## src/design/rd_bus_pkg.sv

```systemverilog
`default_nettype none

package rd_bus_pkg;

    // byte address as seen by both requesters
    localparam int ADDR_W = 32;

    // one beat on the R channel
    localparam int DATA_W = 64;

    // sram geometry, one entry per 64-bit beat
    localparam int MEM_WORDS  = 256;
    localparam int WORD_IDX_W = 8;     // log2(MEM_WORDS)

    // cycles from AR transfer to rvalid
    localparam int SRAM_LATENCY = 3;
    localparam int LAT_CNT_W    = $clog2(SRAM_LATENCY + 1); // wait counter width

    // access size, same code as AXI arsize
    typedef enum logic [1:0] {
        SZ_B = 2'd0,   // 1 byte
        SZ_H = 2'd1,   // 2 bytes
        SZ_W = 2'd2,   // 4 bytes
        SZ_D = 2'd3    // full beat
    } size_e;

endpackage

`default_nettype wire

```

## src/design/rd_ctrl_pkg.sv

```systemverilog
`default_nettype none

package rd_ctrl_pkg;

    // who owns the shared read channel
    typedef enum logic [1:0] {
        ARB_IDLE = 2'd0,
        ARB_MEM  = 2'd1,
        ARB_IF   = 2'd2
    } arb_state_e;

    // read master sequence
    typedef enum logic [1:0] {
        M_IDLE = 2'd0,   // waiting for a request
        M_ADDR = 2'd1,   // AR valid
        M_DATA = 2'd2,   // R ready
        M_RESP = 2'd3    // response held for the requester
    } mst_state_e;

    // sram slave sequence
    typedef enum logic [1:0] {
        S_IDLE = 2'd0,
        S_WAIT = 2'd1,
        S_DATA = 2'd2
    } sram_state_e;

endpackage

`default_nettype wire

```

## src/design/axi_rd_master.sv

```systemverilog
`timescale 1ns/100ps
`default_nettype none

module axi_rd_master (
    input  wire                             clk,
    input  wire                             arst_n_i,

    // request / response from the arbiter
    input  wire                             req_valid_i,
    output logic                            req_ready_o,
    input  wire  [rd_bus_pkg::ADDR_W-1:0]   req_addr_i,
    input  rd_bus_pkg::size_e               req_size_i,
    output logic [rd_bus_pkg::DATA_W-1:0]   rsp_data_o,
    output logic                            rsp_valid_o,
    input  wire                             rsp_ready_i,

    // AR channel
    output logic                            arvalid_o,
    input  wire                             arready_i,
    output logic [rd_bus_pkg::ADDR_W-1:0]   araddr_o,
    output rd_bus_pkg::size_e               arsize_o,

    // R channel
    input  wire                             rvalid_i,
    output logic                            rready_o,
    input  wire  [rd_bus_pkg::DATA_W-1:0]   rdata_i
);

    rd_ctrl_pkg::mst_state_e state_q, state_d;

    logic [rd_bus_pkg::ADDR_W-1:0] addr_q;    // latched on acceptance
    rd_bus_pkg::size_e             size_q;
    logic [rd_bus_pkg::DATA_W-1:0] rsp_q;     // aligned response

    logic [2:0]                    off;       // byte offset, aligned to size
    logic [rd_bus_pkg::DATA_W-1:0] shifted;   // beat moved down to bit 0
    logic [rd_bus_pkg::DATA_W-1:0] lanes;     // zero-extended result

    logic req_fire;
    logic r_fire;

    assign req_fire = req_valid_i & req_ready_o;
    assign r_fire   = rvalid_i & rready_o;

    always_comb begin
        state_d = state_q;
        case (state_q)
            rd_ctrl_pkg::M_IDLE: if (req_fire)    state_d = rd_ctrl_pkg::M_ADDR;
            rd_ctrl_pkg::M_ADDR: if (arready_i)   state_d = rd_ctrl_pkg::M_DATA;
            rd_ctrl_pkg::M_DATA: if (rvalid_i)    state_d = rd_ctrl_pkg::M_RESP;
            rd_ctrl_pkg::M_RESP: if (rsp_ready_i) state_d = rd_ctrl_pkg::M_IDLE;
            default: state_d = rd_ctrl_pkg::M_IDLE;
        endcase
    end

    always_ff @(posedge clk or negedge arst_n_i) begin
        if (!arst_n_i) begin
            state_q <= rd_ctrl_pkg::M_IDLE;
        end else begin
            state_q <= state_d;
        end
    end

    // handshake outputs straight off the state
    assign req_ready_o = (state_q == rd_ctrl_pkg::M_IDLE);
    assign arvalid_o   = (state_q == rd_ctrl_pkg::M_ADDR);
    assign rready_o    = (state_q == rd_ctrl_pkg::M_DATA);
    assign rsp_valid_o = (state_q == rd_ctrl_pkg::M_RESP);

    assign araddr_o = addr_q;
    assign arsize_o = size_q;

    // low address bits below the size are dropped
    always_comb begin
        case (size_q)
            rd_bus_pkg::SZ_B: off = addr_q[2:0];
            rd_bus_pkg::SZ_H: off = {addr_q[2:1], 1'b0};
            rd_bus_pkg::SZ_W: off = {addr_q[2], 2'b00};
            default:          off = 3'b000;         // full beat
        endcase

        shifted = rdata_i >> {off, 3'b000};

        case (size_q)
            rd_bus_pkg::SZ_B: lanes = {{(rd_bus_pkg::DATA_W-8){1'b0}}, shifted[7:0]};
            rd_bus_pkg::SZ_H: lanes = {{(rd_bus_pkg::DATA_W-16){1'b0}}, shifted[15:0]};
            rd_bus_pkg::SZ_W: lanes = {{(rd_bus_pkg::DATA_W-32){1'b0}}, shifted[31:0]};
            default:          lanes = shifted;
        endcase
    end

    // payload registers
    always_ff @(posedge clk) begin
        if (req_fire) begin
            addr_q <= req_addr_i;
            size_q <= req_size_i;
        end
        if (r_fire) rsp_q <= lanes; // held through M_RESP
    end

    assign rsp_data_o = rsp_q;

endmodule

`default_nettype wire

```

## config.mk

```make
export PLATFORM = sky130hd
export DESIGN_NAME = axi_rd_master
export DESIGN_NICKNAME = d
export VERILOG_FILES = /design/src/design/rd_bus_pkg.sv /design/src/design/rd_ctrl_pkg.sv /design/src/design/axi_rd_master.sv
export SDC_FILE = /design/constraint.sdc
export NUM_CORES = 1
export LEC_CHECK = 0
export BUFFER_PORTS_ARGS = -buffer_cell sky130_fd_sc_hd__buf_2
export CAP_MARGIN = 20
export CORE_MARGIN = 10
export CORE_UTILIZATION = 40
export CTS_BUF_LIST = sky130_fd_sc_hd__clkbuf_2 sky130_fd_sc_hd__clkbuf_4 sky130_fd_sc_hd__clkbuf_8
export DETAILED_ROUTE_END_ITERATION = 12
export PLACE_DENSITY_LB_ADDON = 0.15
export REMOVE_ABC_BUFFERS = 1
export SYNTH_ARGS = -nofsm -noshare
export SYNTH_HDL_FRONTEND = slang
export SYNTH_SLANG_ARGS = --single-unit
```

## constraint.sdc

```tcl
create_clock -name clk -period 3 [get_ports clk]
set_input_delay 0.6 -clock clk [delete_from_list [all_inputs] [get_ports clk]]
set_output_delay 0.6 -clock clk [all_outputs]
set_load 0.03 [all_outputs]
```

# ---- Word-level counts from Yosys, hierarchy flattened
# Index checks and enable logic that the tools add are counted.
dict set report classes {
  n_reduce_logical 3
  bitwise 2
  shift 1
  n_mux 7
  eq_ne 9
}
# operator count
set ops {}
lappend ops {{case mux 64 bit (3 select lines)} 1}
lappend ops {{right shift 64 x 6 -> 64 bit} 1}
lappend ops {{case mux 3 bit (3 select lines)} 1}
lappend ops {{two-way mux 2 bit} 4}
lappend ops {{case mux 2 bit (4 select lines)} 1}
lappend ops {{== test 2 bit (second input constant)} 3}
lappend ops {{!= test 2 x 1 -> 1 bit (second input constant)} 3}
lappend ops {{== test 2 x 1 -> 1 bit (second input constant)} 2}
lappend ops {{zero test 2 bit} 2}
lappend ops {{AND reduction 4 bit} 1}
lappend ops {{bitwise AND 1 bit} 2}
lappend ops {{!= test 2 bit (second input constant)} 1}
dict set report word_totals {
  regBits 100
  inputBits 104
  wordCells 26
  out_inout_bits 102
}

# ---- Longest topological paths before layout
dict set report depth {
  depth_word 4
  ltp_mapped 7
  ltp_nobuf 6
}

# ---- Worst setup path after synthesis
# Ideal clock, no wire load.
dict set report synth_timing {
  kind {register to register}
  start {register state_q[0]}
  end {register rsp_q (netlist bit rsp_data_o[0]) (enable)}
  setup_slack_ns 0.144
  arrival_time_ns 2.428
  synth_period_minus_slack_ns 2.856
  stages_incl_launch_ff 4
  n_path_buf 0
  setup_time_ns 0.429
  required_ns 2.571
  path_cell_list {dfrtp_1 -> inv_1 -> ha_1 -> and2_1}
}
dict set report synth_between {
  elab_chain_len 2
}
# item line_no
set synth_lines {}
lappend synth_lines {{from (decl)} axi_rd_master.sv:29} ;# rd_ctrl_pkg::mst_state_e state_q, state_d;
lappend synth_lines {{from (signal assigned)} axi_rd_master.sv:58} ;# state_q <= rd_ctrl_pkg::M_IDLE;
lappend synth_lines {{from (signal assigned)} axi_rd_master.sv:60} ;# state_q <= state_d;
lappend synth_lines {{== test 2 bit} axi_rd_master.sv:67} ;# assign rready_o = (state_q == rd_ctrl_pkg::M_DATA);
lappend synth_lines {{via rready_o} axi_rd_master.sv:25} ;# output logic rready_o,
lappend synth_lines {{bitwise AND 1 bit} axi_rd_master.sv:43} ;# assign r_fire = rvalid_i & rready_o;
lappend synth_lines {{via r_fire} axi_rd_master.sv:40} ;# logic r_fire;
lappend synth_lines {{to (signal assigned)} axi_rd_master.sv:98} ;# if (r_fire) rsp_q <= lanes;
lappend synth_lines {{to (decl)} axi_rd_master.sv:33} ;# logic [rd_bus_pkg::DATA_W-1:0] rsp_q;
# The timed path passes the listed nets, and every way through them passes these cells.
# A chain may end at the register's enable or synchronous reset.

# ---- Worst setup path after layout
dict set report layout_timing {
  start {register size_q[0] (netlist: arsize_o[0])}
  end {register rsp_q (netlist bit rsp_data_o[20]), data pin}
}
dict set report layout_between {
  elab_chain_len 4
  elab_cells_between_ends 6
  cone_classes {eq/ne: 2; shift: 1; mux: 2; reduce/logical: 1}
}
# item line_no
set layout_lines {}
lappend layout_lines {{from (decl)} axi_rd_master.sv:32} ;# rd_bus_pkg::size_e size_q;
lappend layout_lines {{from (signal assigned)} axi_rd_master.sv:96} ;# size_q <= req_size_i;
lappend layout_lines {{== test 2 bit, or another cell as far along} {axi_rd_master.sv:75, axi_rd_master.sv:84}}
lappend layout_lines {{case mux 3 bit (3 select lines)} axi_rd_master.sv:75} ;# case (size_q)
lappend layout_lines {{right shift 64 x 6 -> 64 bit} axi_rd_master.sv:82} ;# shifted = rdata_i >> {off, 3'b000};
lappend layout_lines {{case mux 64 bit (3 select lines) *} axi_rd_master.sv:84} ;# case (size_q)
lappend layout_lines {{via lanes, one bit} axi_rd_master.sv:37} ;# logic [rd_bus_pkg::DATA_W-1:0] lanes;
# The timed path passes the listed nets; every way through them passes the cells marked *.

==> flow_metrics.tcl <==
set metrics [dict create \
    cts_tree "done" \
    powerDensity_nw_per_um2 754.9 \
    fmax_mhz 427.3 \
    power.leakage_uw 0.002606 \
    synth_edf_count 98 \
    post_drt_via_cell_ratio 5.136 \
    synth_common_cells "edfxtp_1 (98), nand2_1 (64), and3_1 (27)" \
    worstMarginPinSlew_ns 0.8921 \
    synth-simple-area-share_pct 13.87 \
    synthDistinctLibCells 37 \
    min_path_type "in -> reg" \
    synth_ff_type "edfxtp_1" \
    clock-sinks 100 \
    fin_worst_skew_ns 0.01019 \
    io_pins 206 \
    synth-xor-area-share_pct 0 \
    grt_pass1_wl_um 21650 \
    drc_errors 0 \
    cp-start-kind "flip-flop" \
    drt_iter0_markers 282 \
    instances_no_fill 682 \
    fin_ws_ns 0.6595 \
    synth_top_family_by_area "simple AND/OR/NAND/NOR gates" \
    ys_seq_elements 100 \
    cp_max_fo 13 \
    finalSetupViolCount 0 \
    endpoint_kind "flip-flop" \
    fin_util_pct 53.96 \
    netlist.area_leader.share_pct 64.99 \
    drive_gt1_share_pct 47.04 \
    hold_viol_final 0 \
    max_stage_delay_ns 0.69 \
    die_w_um 126.4 \
    slew_headroom_pct 40.31 \
    synth.mux.area_fraction_pct 8.428 \
    start_util_pct 41.23 \
    grt_setup_unrepaired "false" \
    reg2regPathDepth 5 \
    clk_latency_ns 0.36 \
    yosys_warnings 0 \
    overflow 0 \
    hold_path_depth 1 \
    post_drt_wl_per_cell_um 20.58 \
    ctsResizeCount 0 \
    nets 643 \
    synth_area_um2 4528 \
    yosysTopAreaCell "edfxtp_1" \
    area_delta_synth_final_pct 30.89 \
    ctsHoldBuffers 1 \
    cp_data_required_time_ns 3.11 \
    peakVddDrop_uv 370.5 \
    drt-pass1-iter-count 4 \
    slowest_stage "or3b_1" \
    critPathKind "reg -> reg" \
    drv_cap 0 \
    crit_path_cell_trace "or3b_1 -> buf_4 -> mux2i_1 -> nand2_1 -> and3_1" \
    arrival_ns 2.45 \
    drt_wl_total_um 14040 \
    globalplace.congestion 0.8503 \
    vias 3503 \
    post-cts-setup-buffers 0 \
    drv_slew 0 \
    synth.area.top_cells "edfxtp_1 (65%), mux4_2 (6.0%), nand2_1 (5.3%)" \
    grt_pass1_vias 3820 \
    ant_nets 0 \
    clk_pin_slew_ns 0.10 \
    row_count 38 \
    fin_tns_setup_ns 0 \
    cts_made_buffers 9 \
    outcome "finished clean" \
    track_usage_pct 17.03 \
    syn_inst 330 \
    dp.cells 663 \
    synthArstFlopShare_pct 2.000 \
    syn_area_per_cell_um2 13.72 \
    antenna_found_initial 1 \
    cts-root-buf "clkbuf_8" \
    fin_crit_ns 2.340 \
    portBuffers 205 \
    dp_slack_ns 0.6586 \
    die_y_um 126.4 \
    synth_compound_area_share_pct 6.908 \
    htreeDepth 3 \
    synth.most_common_cell "edfxtp_1" \
    ys_seq_area_share_pct 66.10 \
    coreArea_um2 10980 \
    clockBufferDepth 2 \
    final.period_utilization_pct 78.02 \
    yosys.area_share.adder_pct 1.105 \
    dp_hpwl_um 10840 \
    grt_start_max_net_pins 47 \
    die_area_um2 15980 \
]
==> state kept, by name, summed over array words and instances (netlist names) <==
| signal | cells |
|---|---|
| rsp_data_o | 64 |
| araddr_o | 32 |
| arsize_o | 2 |
| state_q | 2 |
==> cells in the final DEF (no fill, tap or decap), types with 2 or more instances in the layout <==
master,n
clkinv_2,2
nor2b_1,11
dfrtp_1,2
buf_2,205
nand2_1,64
buf_4,12
mux4_2,12
mux2i_1,10
a21oi_1,12
and3_1,27
o21ai_0,3
nand3_1,9
a211oi_1,3
ha_1,4
inv_1,6
a21o_1,2
a22o_1,4
edfxtp_1,98
nor2_1,7
diode_2,2
clkbuf_8,9
a221oi_1,2
a21boi_0,12
inv_6,2
==> layer usage <==
layer | GRT usage, % | up-vias | share of wire, %
met5 | 0 | - | 0
met1 | 20.45 | 1658 | 39
met2 | 26.73 | 199 | 46
li1 | - | 1631 | -
met3 | 7.663 | 15 | 13
met4 | 5.559 | 0 | 1.6
==> cell families after synthesis <==
| family | Yosys count |
|---|---|
| muxes | 23 |
| buffers and inverters | 31 |
| DFF | 100 |
| adders and majority gates | 4 |
| and+or+nand+nor | 127 |
| AOI/OAI and AO/OA | 45 |
==> metrics by stage <==
stage	area, um2	total power [uW]	hold slack [ns]
CTS	5922	4517	0.3901
floorplan	4388	3092	0.3044
detailed placement	5714	3649	0.3897
global route	5922	4703	0.3893
finish	5927	4474	0.4079
global placement	5714	3626	0.3878
==> report_power, final <==
part	total (uW)	switching, uW	leakage [uW]	internal (uW)
logic	1610	1110	0.00157	496
registers	1990	95.7	0.000932	1900
clock network	873	483	0.000100	391
==> final timing paths <==
path	start	end	slack, ns
max in group asynchronous	arst_n_i	state_q[0]	2.35
setup / recovery	arsize_o[0]	rsp_data_o[20]	0.66
setup reg to reg	arsize_o[0]	rsp_data_o[20]	0.66
hold / removal	req_addr_i[31]	araddr_o[31]	0.41
min in group asynchronous	arst_n_i	state_q[1]	0.55
hold reg to reg	state_q[1]	state_q[1]	0.60
==> layout make-up <==
type	count	area [um2]
Timing Repair Buffer	219	1146
Sequential cell	100	2993
Tap cell	140	175.2
Fill cell	948	5056
Antenna cell	2	5.005
Multi-Input combinational cell	199	1388
Clock buffer	9	123.9
Inverter	6	22.52
Clock inverter	7	73.82
==> worst max-delay path: cells and delay by family, from the launching register on <==
kind	cells	cell delay, ns
buf+inv	1	0.29
flops	1	0.61
simple gates	3	0.98
mux	1	0.21
Note: power is estimated with default switching activity, not from simulation.
