$ cat src/design/rd_bus_pkg.sv
`default_nettype none

package rd_bus_pkg;

    // byte address as seen by both requesters
    localparam int ADDR_W = 32;

    // one beat on the R channel
    localparam int DATA_W = 64;

    // sram geometry, one entry per 64-bit beat
    localparam int MEM_WORDS  = 256;
    localparam int WORD_IDX_W = 8;     // log2(MEM_WORDS)

    // cycles from AR transfer to rvalid
    localparam int SRAM_LATENCY = 3;
    localparam int LAT_CNT_W    = $clog2(SRAM_LATENCY + 1); // wait counter width

    // access size, same code as AXI arsize
    typedef enum logic [1:0] {
        SZ_B = 2'd0,   // 1 byte
        SZ_H = 2'd1,   // 2 bytes
        SZ_W = 2'd2,   // 4 bytes
        SZ_D = 2'd3    // full beat
    } size_e;

endpackage

`default_nettype wire

$ cat src/design/rd_ctrl_pkg.sv
`default_nettype none

package rd_ctrl_pkg;

    // who owns the shared read channel
    typedef enum logic [1:0] {
        ARB_IDLE = 2'd0,
        ARB_MEM  = 2'd1,
        ARB_IF   = 2'd2
    } arb_state_e;

    // read master sequence
    typedef enum logic [1:0] {
        M_IDLE = 2'd0,   // waiting for a request
        M_ADDR = 2'd1,   // AR valid
        M_DATA = 2'd2,   // R ready
        M_RESP = 2'd3    // response held for the requester
    } mst_state_e;

    // sram slave sequence
    typedef enum logic [1:0] {
        S_IDLE = 2'd0,
        S_WAIT = 2'd1,
        S_DATA = 2'd2
    } sram_state_e;

endpackage

`default_nettype wire

$ cat src/design/rd_arbiter.sv
`timescale 1ns/100ps
`default_nettype none

module rd_arbiter (
    input  wire                             clk,
    input  wire                             arst_n_i,

    // load/store side
    input  wire                             mem_r_valid_i,
    output logic                            mem_r_ready_o,
    input  wire  [rd_bus_pkg::ADDR_W-1:0]   mem_r_addr_i,
    input  rd_bus_pkg::size_e               mem_r_size_i,
    output logic [rd_bus_pkg::DATA_W-1:0]   mem_r_data_o,
    output logic                            mem_r_dvalid_o,
    input  wire                             mem_r_dready_i,

    // fetch side
    input  wire                             if_r_valid_i,
    output logic                            if_r_ready_o,
    input  wire  [rd_bus_pkg::ADDR_W-1:0]   if_r_addr_i,
    input  rd_bus_pkg::size_e               if_r_size_i,
    output logic [rd_bus_pkg::DATA_W-1:0]   if_r_data_o,
    output logic                            if_r_dvalid_o,
    input  wire                             if_r_dready_i,

    // towards the read master
    output logic                            s_r_valid_o,
    input  wire                             s_r_ready_i,
    output logic [rd_bus_pkg::ADDR_W-1:0]   s_r_addr_o,
    output rd_bus_pkg::size_e               s_r_size_o,
    input  wire  [rd_bus_pkg::DATA_W-1:0]   s_r_data_i,
    input  wire                             s_r_dvalid_i,
    output logic                            s_r_dready_o
);

    rd_ctrl_pkg::arb_state_e state_q, state_d;

    logic mem_sel;   // grant held by load/store
    logic if_sel;    // grant held by fetch
    logic rsp_done;  // response handshake on the granted side

    assign mem_sel = (state_q == rd_ctrl_pkg::ARB_MEM);
    assign if_sel  = (state_q == rd_ctrl_pkg::ARB_IF);

    assign rsp_done = s_r_dvalid_i & s_r_dready_o;

    // grant only taken from idle, mem has priority
    always_comb begin
        state_d = state_q;
        case (state_q)
            rd_ctrl_pkg::ARB_IDLE: begin
                if (mem_r_valid_i) begin
                    state_d = rd_ctrl_pkg::ARB_MEM;
                end else if (if_r_valid_i) begin
                    state_d = rd_ctrl_pkg::ARB_IF;
                end
            end
            rd_ctrl_pkg::ARB_MEM,
            rd_ctrl_pkg::ARB_IF: begin
                if (rsp_done) state_d = rd_ctrl_pkg::ARB_IDLE; // released on accepted data
            end
            default: state_d = rd_ctrl_pkg::ARB_IDLE;
        endcase
    end

    always_ff @(posedge clk or negedge arst_n_i) begin
        if (!arst_n_i) begin
            state_q <= rd_ctrl_pkg::ARB_IDLE;
        end else begin
            state_q <= state_d;
        end
    end

    // request path, nothing reaches the master without a grant
    assign s_r_valid_o  = (mem_sel & mem_r_valid_i) | (if_sel & if_r_valid_i);
    assign s_r_addr_o   = mem_sel ? mem_r_addr_i : if_r_addr_i;
    assign s_r_size_o   = mem_sel ? mem_r_size_i : if_r_size_i;
    assign s_r_dready_o = (mem_sel & mem_r_dready_i) | (if_sel & if_r_dready_i);

    // handshakes back only to the owner
    assign mem_r_ready_o  = mem_sel & s_r_ready_i;
    assign if_r_ready_o   = if_sel & s_r_ready_i;
    assign mem_r_dvalid_o = mem_sel & s_r_dvalid_i;
    assign if_r_dvalid_o  = if_sel & s_r_dvalid_i;

    // data broadcast, dvalid qualifies it
    assign mem_r_data_o = s_r_data_i;
    assign if_r_data_o  = s_r_data_i;

endmodule

`default_nettype wire

$ cat config.mk
export PLATFORM = sky130hd
export DESIGN_NAME = rd_arbiter
export DESIGN_NICKNAME = d
export VERILOG_FILES = /design/src/design/rd_bus_pkg.sv /design/src/design/rd_ctrl_pkg.sv /design/src/design/rd_arbiter.sv
export SDC_FILE = /design/constraint.sdc
export NUM_CORES = 1
export LEC_CHECK = 0
export BUFFER_PORTS_ARGS = -buffer_cell sky130_fd_sc_hd__buf_2
export CORE_AREA = 2 2 121 123
export CTS_CLUSTER_DIAMETER = 150
export DETAILED_ROUTE_END_ITERATION = 8
export DIE_AREA = 0 0 123 125
export HOLD_SLACK_MARGIN = 0.06
export SLEW_MARGIN = 20
export SYNTH_ARGS = -nofsm -noshare
export SYNTH_HDL_FRONTEND = slang
export SYNTH_SLANG_ARGS = --single-unit
$ cat constraint.sdc
create_clock -name clk -period 1.6 [get_ports clk]
set_input_delay 0.32 -clock clk [delete_from_list [all_inputs] [get_ports clk]]
set_output_delay 0.32 -clock clk [all_outputs]
set_load 0.01 [all_outputs]
Word level (Yosys, flattened, before mapping)
Index checks and enable logic that the tools add are counted.
{"block": "totals", "regBits": 2, "latchBits": 0, "ram_bits": 0, "rom_bits": 0, "inputBits": 140, "out_inout_bits": 168, "elab_cells": 25, "memories": 0}
{"block": "op_classes", "n_addsub": 0, "mul": 0, "n_div": 0, "n_lt_le_gt_ge": 0, "eq_ne": 4, "shift": 0, "n_mux": 6, "bitwise_logic": 11, "reduce_logical": 3}
{"op": "32-bit 2-to-1 mux", "n": 1}
{"op": "1-bit AND", "n": 9}
{"op": "2-bit 2-to-1 mux", "n": 4}
{"op": "2-bit case mux with 2 select lines", "n": 1}
{"op": "3-bit != test, second input constant", "n": 1}
{"op": "2-bit by 1-bit equality test with 1-bit output, second input constant", "n": 1}
{"op": "2-bit equality test, second input constant", "n": 1}
{"op": "2-bit zero test", "n": 1}
{"op": "2-bit != test, second input constant", "n": 1}
{"op": "1-bit OR", "n": 2}
{"op": "2-bit AND reduction", "n": 1}
{"op": "2-bit OR reduction", "n": 1}

Logic depth before layout (Yosys ltp)
Gate-level depths: netlist of run 1.
{"block": "logic_depth", "ltp_word": 6, "depth_mapped": 5}

Least setup slack after synthesis of run 1
OpenSTA, ideal clock, no wires.
{"block": "synth_timing", "path_kind": "reg-to-output", "start": "reg state_q[1]", "end": "out s_r_addr_o[10] in the netlist's numbering", "arrival_time_ns": 1.379, "path_slack_ns": -0.099, "stages_incl_launch_ff": 6, "n_path_buf": 2, "cell_sequence": "dfrtp_1 -> inv_1 -> ha_1 -> buf_2 -> buf_2 -> mux2_2"}
{"block": "synth_via", "elab_chain_len": 2}
{"item": "start, declared", "line_no": "rd_arbiter.sv:36", "source": "rd_ctrl_pkg::arb_state_e state_q, state_d;"}
{"item": "start signal, assigned", "line_no": "rd_arbiter.sv:68", "source": "state_q <= rd_ctrl_pkg::ARB_IDLE;"}
{"item": "start signal, assigned", "line_no": "rd_arbiter.sv:70", "source": "state_q <= state_d;"}
{"item": "2-bit by 1-bit equality test with 1-bit output", "line_no": "rd_arbiter.sv:42", "source": "assign mem_sel = (state_q == rd_ctrl_pkg::ARB_MEM);"}
{"item": "32-bit 2-to-1 mux", "line_no": "rd_arbiter.sv:76", "source": "assign s_r_addr_o = mem_sel ? mem_r_addr_i : if_r_addr_i;"}
{"item": "end, declared", "line_no": "rd_arbiter.sv:29", "source": "output logic [rd_bus_pkg::ADDR_W-1:0] s_r_addr_o,"}
Every way passes these cells.

Worst setup path in the final report of run 1
{"block": "layout_timing", "start": "reg state_q[1]", "end": "out s_r_addr_o[7] in the netlist's numbering"}
Same word-level chain as after synthesis.

==> impl_results.md, run 1 <==
* Number of global-route vias before repair at 1181
* Status: complete, but fails checks
* Peak VDD IR at 0.0003407 V
* Slowest CP cell: dfrtp_1
* Kind of critical path: reg -> out
* CORE AREA at 14200 sq um
* Final Worst Setup Slack at -246.4 ps
* Reg2Reg Depth at 5
* Crit path capture type: output port
* ANT nets after route at 0
* Port bufs at 115
* Clk_lat worst skew at 220 ps
* Vias per cell at 2.965
* Max-slew violations at 0
* Remaining Overflow, GRT at 0
* Core Util, Final at 13.72%
* First-pass DRT Iterations at 2
* Crit-path cells: inv_2, ha_4, buf_12, mux2_2, buf_2
* WL/cell at 16.03 microns
* Deepest level of the CTS H-tree at 1
* Most frequent cell after synthesis: buf_4
* Critical Path AT at 1530 ps
* Seq cells post-synth at 2
* Worst Setup SP: state_q[1]
* Worst Tran Pin Value at 195.8 ps
* Synth top area share at 61.54%
* TNS Setup at -8023 ps
* Cells after Synth at 188
* CTS sink cnt at 2
* GRT Total Usage at 6.947%
* Mapped Area at 1561 sq um
* Hold Worst Slack at 405.1 ps
* Cell area power density at 1398 nW/um^2
* CTS Root Buffer Type: clkbuf_16
* Number of remaining DRC errors at 0
* Largest net degree at the start of global routing at 12
* Final Skew at 2.064 ps
* Library cells used by synthesis at 16
* RSZ-0062 raised after global routing: true
* WP data required at 1280 ps
* Chip width at 123 microns
* Number of buffers created by CTS at 3
* Reg-to-reg startpoint: state_q[0]
* Final nets at 332
* CTS tree: built
* Min-Delay Startpoint: if_r_valid_i
* Global-route wire length before repair at 7.783 mm
* Relative slew slack at 86.87%
* Ports at 308
* Post-Syn Nets at 331
* Max-cap viol count at 0
* HP Class: in -> reg
* Routed wire length at 5.947 mm
* Hold Crit Depth at 3
* Crit-path max cell delay at 380 ps
* Regs by FF count: state_q: 2 flops
* Synth area leader: buf_4
* Final GP Congestion at 0.7487
* Initial Util at 10.99%
* Vias at 1100
* # diodes at 0
* Final min period at 1846 ps
* Chip height at 125 microns
* Post-synth EDFFs at 0
* Largest register FFs at 2
* Filler cells at 1639
* Number of antenna violations at the first check in global routing at 0
* Worst-path clk slew at 30 ps
* Synthesis Warnings at 0
* Most common flop cell mapped by yosys: dfrtp_1
* Die area at 15380 sq um
* Largest Register: state_q
* Clock buffer depth at 2
* Startpoint Class: flip-flop
* Post-DP HPWL at 4.693 mm
* Critical path peak fanout at 10
* Failing checks: negative setup slack
* Leakage at 0.9581 nW
* Area Growth Syn to Fin at 24.84%
* Sequential fraction of the synthesis area at 3.205%
* Final Hold Fails at 0
* Synth async-reset ratio at 100.0%
* Synth top area cells: buf_4 62%, mux2_2 25%, dfrtp_1 3.2%
* Cell Rows at 44
* Final setup vio count at 41
* Tcrit/Tclk final at 115.4%
* Syn avg cell area at 8.306 sq um
* DP Worst Slack at -99.69 ps
* 1st-iter DRT viols at 18
* Fmax at 541.6 MHz
* Fraction of layout cells with a size suffix above 1 at 91.98%
* Synth cell count leaders: 128 x buf_4, 34 x mux2_2, 4 x and2_1, 4 x buf_2
## cells by family (layout without fill, tap and decap cells)
kind of cell	after synthesis	after routing	synth area share (%)
muxes	34	34	24.52
DFF	2	2	3.205
buffers and inverters	135	134	63.54
and+or+nand+nor	7	7	2.804
adders and majority gates	3	3	2.404
AOI/OAI and AO/OA	7	7	3.526
## layer usage
layer / global-route usage [%] / vias to the layer above / part of all wire [%] / routed length (microns)
li1: - / 480 / - / -
met1: 8.382 / 469 / 40 / 2390
met2: 10.11 / 107 / 43 / 2553
met3: 3.193 / 44 / 11 / 663
met4: 3.877 / 0 / 5.7 / 340
met5: 0 / - / 0 / 0
## cell usage in the layout, fill, tap and decap left out, types with 2 or more instances in the layout
cell and count:
buf_2 82, buf_6 33, mux2_4 25, mux2_2 9, buf_4 8, inv_2 3
and2_1 3, clkbuf_16 3, a22o_1 2, ha_4 2, buf_12 2, dfrtp_1 2
## layout make-up
type	instances	area, sq um	area share (%)
timing repair buffer	128	934.6	47.95
multi-input combinational	51	648.1	33.25
tap	184	230.2	11.81
clock buffer	3	75.07	3.851
sequential	2	50.05	2.567
inverter	3	11.26	0.5777
## report_power, final
group	switching [mW]	internal [mW]	total [mW]	leakage, nW
registers	0.0198	0.0748	0.0946	0.0254
clock network	0.0541	0.318	0.372	0.0370
logic	0.877	1.38	2.26	0.896
total	0.951	1.77	2.72	0.958
## final timing paths
kind / to / slack (ps)
setup / recovery: s_r_addr_o[7] / -250
hold / removal: state_q[1] / 410
setup reg to reg: state_q[0] / -80
hold reg to reg: state_q[1] / 700
max in group asynchronous: state_q[0] / 1060
min in group asynchronous: state_q[1] / 450
## stage by stage
stage	instance area [sq um]	cells	total power, mW
floorplan	1572	188	1.288
global placement	1454	362	1.532
detailed placement	1454	362	1.546
CTS	1831	368	2.481
global route	1949	371	2.884
finish	1949	371	2.725
## timing repair
item                                    4_1_cts  5_1_grt
resized for setup                            52       20
endpoints found under the setup margin       41       41
cloned                                        1        0
hold endpoints to repair                      2        0
setup buffers                                 1        4
pin swaps                                     1        2
hold buffers                                  1        0
## worst max-delay path, delay by kind of cell (launching register included)
kind | cells | cell delay [ps]
adders and majority gates | 1 | 220
DFF | 1 | 380
muxes | 1 | 340
buffers and inverters | 3 | 370
No activity file was read; power rests on OpenSTA's default activity.
==> run 2: changes to the inputs <==
- TNS_END_PERCENT: default -> 50
==> impl_results.md, run 2 (same netlist as run 1, synthesis figures left out) <==
* Status: complete, but fails checks
* Failing checks: negative setup slack
* Final min period at 1839 ps (-6.902 ps)
* Remaining Overflow, GRT at 0 (unchanged)
* Clock buffer depth at 2 (unchanged)
* Final Hold Fails at 0 (unchanged)
* WL/cell at 16.02 microns (about the same)
* # diodes at 0 (unchanged)
* Largest net degree at the start of global routing at 12 (unchanged)
* Critical Path AT at 1520 ps (about the same)
* Tcrit/Tclk final at 115.0% (-0.43 points)
* Footprint of the multi-input gates at 620.6 sq um (-4.2%)
* GRT Total Usage at 6.937% (-0.0093 points)
* Die area at 15380 sq um (unchanged)
* CORE AREA at 14200 sq um (unchanged)
* Core Util, Final at 13.20% (-0.52 points)
* Critical path peak fanout at 10 (unchanged)
* Fraction of layout cells with a size suffix above 1 at 89.07% (-2.9 points)
* Ports at 308 (unchanged)
* RSZ-0062 raised after global routing: true
* CTS Root Buffer Type: clkbuf_16
* Regs by FF count: state_q: 2 flops
* Initial Util at 10.99% (unchanged)
* Deepest level of the CTS H-tree at 1 (unchanged)
* Largest register FFs at 2 (unchanged)
* Final Worst Setup Slack at -239.5 ps (+6.902 ps)
* Chip height at 125 microns (unchanged)
* Max-slew violations at 0 (unchanged)
* Final setup vio count at 39 (-4.9%)
* Chip width at 123 microns (unchanged)
* Vias at 1089 (-1.0%)
* Max-cap viol count at 0 (unchanged)
* Post-DP HPWL at 4.693 mm (unchanged)
* Number of global-route vias before repair at 1171 (-0.85%)
* Filler cells at 1647 (+0.49%)
* Routed wire length at 5.881 mm (-1.1%)
* Cell Rows at 44 (unchanged)
* Worst-path clk slew at 30 ps (about the same)
* Commonest cells after routing, fill and taps aside: 84 x buf_2, 32 x buf_6, 23 x mux2_4
* Flip-flop and latch area at 50.05 sq um (unchanged)
* Cell area after layout at 1876 sq um (-3.8%)
* TNS Setup at -7862 ps (+160.6 ps)
* Number of buffers created by CTS at 3 (unchanged)
* Port bufs at 115 (unchanged)
* Global-route wire length before repair at 7.769 mm (-0.18%)
* Area Growth Syn to Fin at 20.11%
* Final GP Congestion at 0.7487 (unchanged)
* Fmax at 543.6 MHz (+0.38%)
* Worst Tran Pin Value at 197.4 ps (+1.675 ps)
* Largest Register: state_q
* Clk_lat worst skew at 220 ps (about the same)
* Final Skew at 2.064 ps (+0.0001700 ps)
* Peak VDD IR at 0.0003031 V (-11%)
* Final nets at 328 (-1.2%)
* First-pass DRT Iterations at 2 (unchanged)
* Number of antenna violations at the first check in global routing at 0 (unchanged)
* Relative slew slack at 86.76% (-0.11 points)
* HP Class: in -> reg
* Crit path capture type: output port
* ANT nets after route at 0 (unchanged)
* DP Worst Slack at -99.69 ps (unchanged)
* WP data required at 1280 ps (about the same)
* CTS sink cnt at 2 (unchanged)
* Vias per cell at 2.967 (about the same)
* Commonest non-fill, non-tap cell in the layout: buf_2
* Startpoint Class: flip-flop
* Dpl cell area at 1454 sq um (unchanged)
* Kind of critical path: reg -> out
* Number of remaining DRC errors at 0 (unchanged)
* 1st-iter DRT viols at 17 (-1)
* Cell area power density at 1357 nW/um^2 (-2.9%)
* CTS tree: built
* Leakage at 0.9287 nW (-3.1%)
==> run 2: changes by cell type in the layout (fill, tap and decap cells not counted) <==
| cell | before | now |
|---|---|---|
| a22oi_2 | 1 | 0 |
| ha_1 | 0 | 2 |
| buf_4 | 8 | 4 |
| buf_6 | 33 | 32 |
| mux2_2 | 9 | 11 |
| ha_2 | 1 | 0 |
| buf_2 | 82 | 84 |
| inv_2 | 3 | 1 |
| ha_4 | 2 | 1 |
| buf_8 | 1 | 0 |
| mux2_4 | 25 | 23 |
| inv_1 | 0 | 2 |
| a22oi_1 | 0 | 1 |
==> run 2: layout make-up <==
cell class | count | share of cell area, %
clock buffers | 3 | 4.003
inverters | 3 | 0.6004
multi-input cells | 51 | 33.09
flip-flops and latches | 2 | 2.668
well taps | 184 | 12.27
repair buffers | 124 | 47.36
==> run 2: worst paths after layout <==
path,startpoint,cells after the start,slack (ps),endpoint
max,state_q[1],5,-240,s_r_addr_o[7]
min,if_r_valid_i,3,410,state_q[1]
max reg2reg,state_q[0],5,-20,state_q[0]
min reg2reg,state_q[1],3,720,state_q[1]
max in group asynchronous,arst_n_i,2,1060,state_q[0]
min in group asynchronous,arst_n_i,2,440,state_q[1]
==> run 2: metrics by stage <==
step / cells / total power [mW] / hold slack [ps]
floorplan: 188 / 1.288 / 24.41
global placement: 362 / 1.532 / 110.0
detailed placement: 362 / 1.546 / 107.0
CTS: 367 / 2.467 / 409.8
global route: 367 / 2.697 / 448.9
finish: 367 / 2.544 / 408.8
==> run 2: critical path, cell delays in order, from the launching register on <==
cell	delay [ps]
dfrtp_1	380
inv_2	80
ha_4	210
buf_12	150
mux2_2	340
buf_2	140
==> run 2: what timing repair did <==
| item | CTS | global route |
|---|---|---|
| hold buffers | 1 | 0 |
| endpoints found under the hold margin | 2 | 0 |
| setup buffers | 0 | 0 |
| endpoints found under the setup margin | 41 | 41 |
| pin swaps | 2 | 0 |
| cloned | 1 | 0 |
| resized for setup | 52 | 10 |
==> run 2: power breakdown <==
group          leakage [nW]  internal [mW]  switching, mW
registers            0.0254         0.0748         0.0198
clock network        0.0370          0.318         0.0541
logic                 0.866           1.25          0.826
total                 0.929           1.64          0.900
==> run 2: metal layers <==
metal	global-route usage (%)	share of wire, %	vias up
met3	3.193	11	42
met1	8.382	40	471
met4	3.877	5.4	0
met2	10.07	44	105
li1	-	-	471
met5	0	0	-
==> run 3: changes to the inputs <==
- ABC_AREA: default -> 1
- CORE_AREA: 2 2 121 123 -> 2 2 120 122
- DIE_AREA: 0 0 123 125 -> 0 0 122 124
- MAX_ROUTING_LAYER: default -> met4
- PLACE_DENSITY: default -> 0.55
==> impl_results.md, run 3 <==
* CTS tree: built
* Largest net degree at the start of global routing at 16 (+4)
* Leakage at 1.050 nW (+13%)
* Largest register FFs at 2 (unchanged)
* Ports at 308 (unchanged)
* Crit-path max cell delay at 410 ps (+30 ps)
* Filler cells at 1615 (-1.9%)
* Post-DP HPWL at 4.295 mm (-8.5%)
* Clock buffer depth at 2 (unchanged)
* HP Class: in -> reg
* CTS sink cnt at 2 (unchanged)
* Cell area power density at 1504 nW/um^2 (+11%)
* Hold Crit Depth at 3 (unchanged)
* Deepest level of the CTS H-tree at 1 (unchanged)
* Max-cap viol count at 0 (unchanged)
* Synth top area cells: buf_4 60%, nand2_1 27%, dfrtp_1 3.1%
* Chip height at 124 microns (-0.80%)
* CTS Root Buffer Type: clkbuf_16
* Crit path buffers/inverters at 2 (-1)
* Post-synth EDFFs at 0 (unchanged)
* Mapped Area at 1605 sq um (+2.8%)
* Final Worst Setup Slack at -54.01 ps (+185.5 ps)
* First-pass DRT Iterations at 4 (+2)
* Final setup vio count at 36 (-7.7%)
* Relative slew slack at 89.45% (+2.7 points)
* RSZ-0062 raised after global routing: true
* Footprint of the multi-input gates at 605.6 sq um (-2.4%)
* Number of buffers created by CTS at 3 (unchanged)
* Fmax at 604.6 MHz (+11%)
* Tcrit/Tclk final at 103.4% (-12 points)
* DP Worst Slack at 63.78 ps (+163.5 ps)
* Failing checks: negative setup slack
* Crit path capture type: output port
* Slowest CP cell: dfrtp_1
* Number of global-route vias before repair at 1341 (+15%)
* Seq cells post-synth at 2 (unchanged)
* Status: complete, but fails checks
* Critical Path AT at 1330 ps (-190 ps)
* Routed wire length at 5.392 mm (-8.3%)
* # diodes at 0 (unchanged)
* Vias at 1399 (+28%)
* Initial Util at 11.70% (+0.71 points)
* Commonest non-fill, non-tap cell in the layout: buf_2
* Synth area leader: buf_4
* Syn avg cell area at 5.946 sq um (-28%)
* Area Growth Syn to Fin at 9.353%
* Clk_lat worst skew at 220 ps (about the same)
* CORE AREA at 13720 sq um (-3.4%)
* Core Util, Final at 12.80% (-0.41 points)
* Remaining Overflow, GRT at 0 (unchanged)
* Number of remaining DRC errors at 0 (unchanged)
* Port bufs at 115 (unchanged)
* Kind of critical path: reg -> out
* Worst-path clk slew at 30 ps (about the same)
* Final nets at 408 (+24%)
* GRT Total Usage at 6.239% (-0.70 points)
* Peak VDD IR at 0.0008929 V (+190%)
* Most common flop cell mapped by yosys: dfrtp_1
* Top delay family on crit path: flip-flops
* Cell Rows at 43 (-2.3%)
* Final Hold Fails at 0 (unchanged)
* WP data required at 1280 ps (about the same)
* Worst Tran Pin Value at 158.3 ps (-39.14 ps)
* Largest Register: state_q
* Flip-flop and latch area at 50.05 sq um (unchanged)
* Final GP Congestion at 0.6771 (-9.6%)
* Number of antenna violations at the first check in global routing at 0 (unchanged)
* Startpoint Class: flip-flop
* Final min period at 1654 ps (-185.5 ps)
* Synth async-reset ratio at 100.0% (unchanged)
* Synth top area share at 60.33% (-1.2 points)
* Max-slew violations at 0 (unchanged)
* Library cells used by synthesis at 12 (-4)
* Synthesis Warnings at 0 (unchanged)
* 1st-iter DRT viols at 44 (+27)
* Worst path depth at 4 (-1)
* Sequential fraction of the synthesis area at 3.118% (-0.087 points)
* Commonest cells after routing, fill and taps aside: 108 x buf_2, 93 x nand2_1, 18 x nand2_2
* Regs by FF count: state_q: 2 flops
* Post-Syn Nets at 413 (+25%)
* Chip width at 122 microns (-0.81%)
* ANT nets after route at 0 (unchanged)
* Die area at 15130 sq um (-1.6%)
* Final Skew at 0.4034 ps (-1.661 ps)
* Synth cell count leaders: 129 x buf_4, 115 x nand2_1, 7 x inv_1
* Global-route wire length before repair at 6.969 mm (-10%)
* Most frequent cell after synthesis: buf_4
* Vias per cell at 3.158 (+6.4%)
* WL/cell at 12.17 microns (-24%)
* Crit-path cells: ha_4, buf_6, a22o_1, buf_2
* Cells after Synth at 270 (+44%)
* Reg2Reg Depth at 10 (+5)
* Critical path peak fanout at 11 (+1)
* Fraction of layout cells with a size suffix above 1 at 58.56% (-31 points)
[run 3: cell count changes after synthesis, moves of 2 or more]
| cell | before | now |
|---|---|---|
| and2_1 | 4 | 0 |
| buf_6 | 0 | 3 |
| inv_1 | 3 | 7 |
| mux2_2 | 34 | 0 |
| nand2_1 | 0 | 115 |
| nand2_2 | 0 | 2 |
| nor2_1 | 0 | 2 |
[run 3: what timing repair did]
action | 4_1_cts | 5_1_grt
pin swaps | 1 | 4
hold buffers | 1 | 0
setup buffers | 2 | 0
hold endpoints to repair | 2 | 0
setup endpoints to repair | 38 | 38
gates resized for setup | 8 | 38
gates cloned | 0 | 1
[run 3: through the flow]
step	std cells	instance area, sq um	hold WS [ps]	total power [mW]	setup TNS (ps)
after floorplan	270	1605	24.41	1.428	0
after global placement	436	1461	116.5	1.850	0
after detailed placement	436	1461	115.5	1.856	0
after CTS	442	1592	380.7	2.354	-1084
after global routing	443	1755	408.1	2.909	-3591
final	443	1755	374.4	2.640	-1033
[run 3: layer usage]
metal / GRT usage [%] / vias up / part of all wire, %
met1: 5.135 / 539 / 31
met5: - / - / 0
met3: 3.388 / 71 / 17
met2: 9.392 / 130 / 41
li1: - / 659 / -
met4: 7.112 / 0 / 10
[run 3: cell type report]
cell class | count | area share, %
clock buffers | 3 | 4.277
well taps | 180 | 12.83
repair buffers | 125 | 43.41
flip-flops and latches | 2 | 2.851
multi-input cells | 125 | 34.50
inverters | 8 | 2.138
[run 3: path summary, 6_finish.rpt]
kind,endpoint,slack [ps],from
worst max-delay path,s_r_valid_o,-50,state_q[0]
worst min register to register,state_q[0],550,state_q[0]
min in group asynchronous,state_q[1],430,arst_n_i
worst max register to register,state_q[1],230,state_q[1]
max in group asynchronous,state_q[0],1070,arst_n_i
worst min-delay path,state_q[1],370,if_r_valid_i
[run 3: tightest hold or removal path, delay by kind of cell]
kind / cells / cell delay, ps
buffers and inverters: 1 / 110
and+or+nand+nor: 2 / 130
[run 3: cells by family after synthesis]
| family | count (synthesis) | share of synthesized area [%] |
|---|---|---|
| compound gates | 1 | 0.5457 |
| fa+ha+maj | 3 | 2.339 |
| buf+inv | 143 | 65.24 |
| flops | 2 | 3.118 |
| simple gates | 121 | 28.76 |
[run 3: power breakdown]
group          internal, mW  switching (mW)  leakage, nW
Sequential           0.0738          0.0205       0.0259
Clock                 0.318          0.0561       0.0370
Combinational          1.00            1.17        0.987
Total                  1.40            1.24         1.05
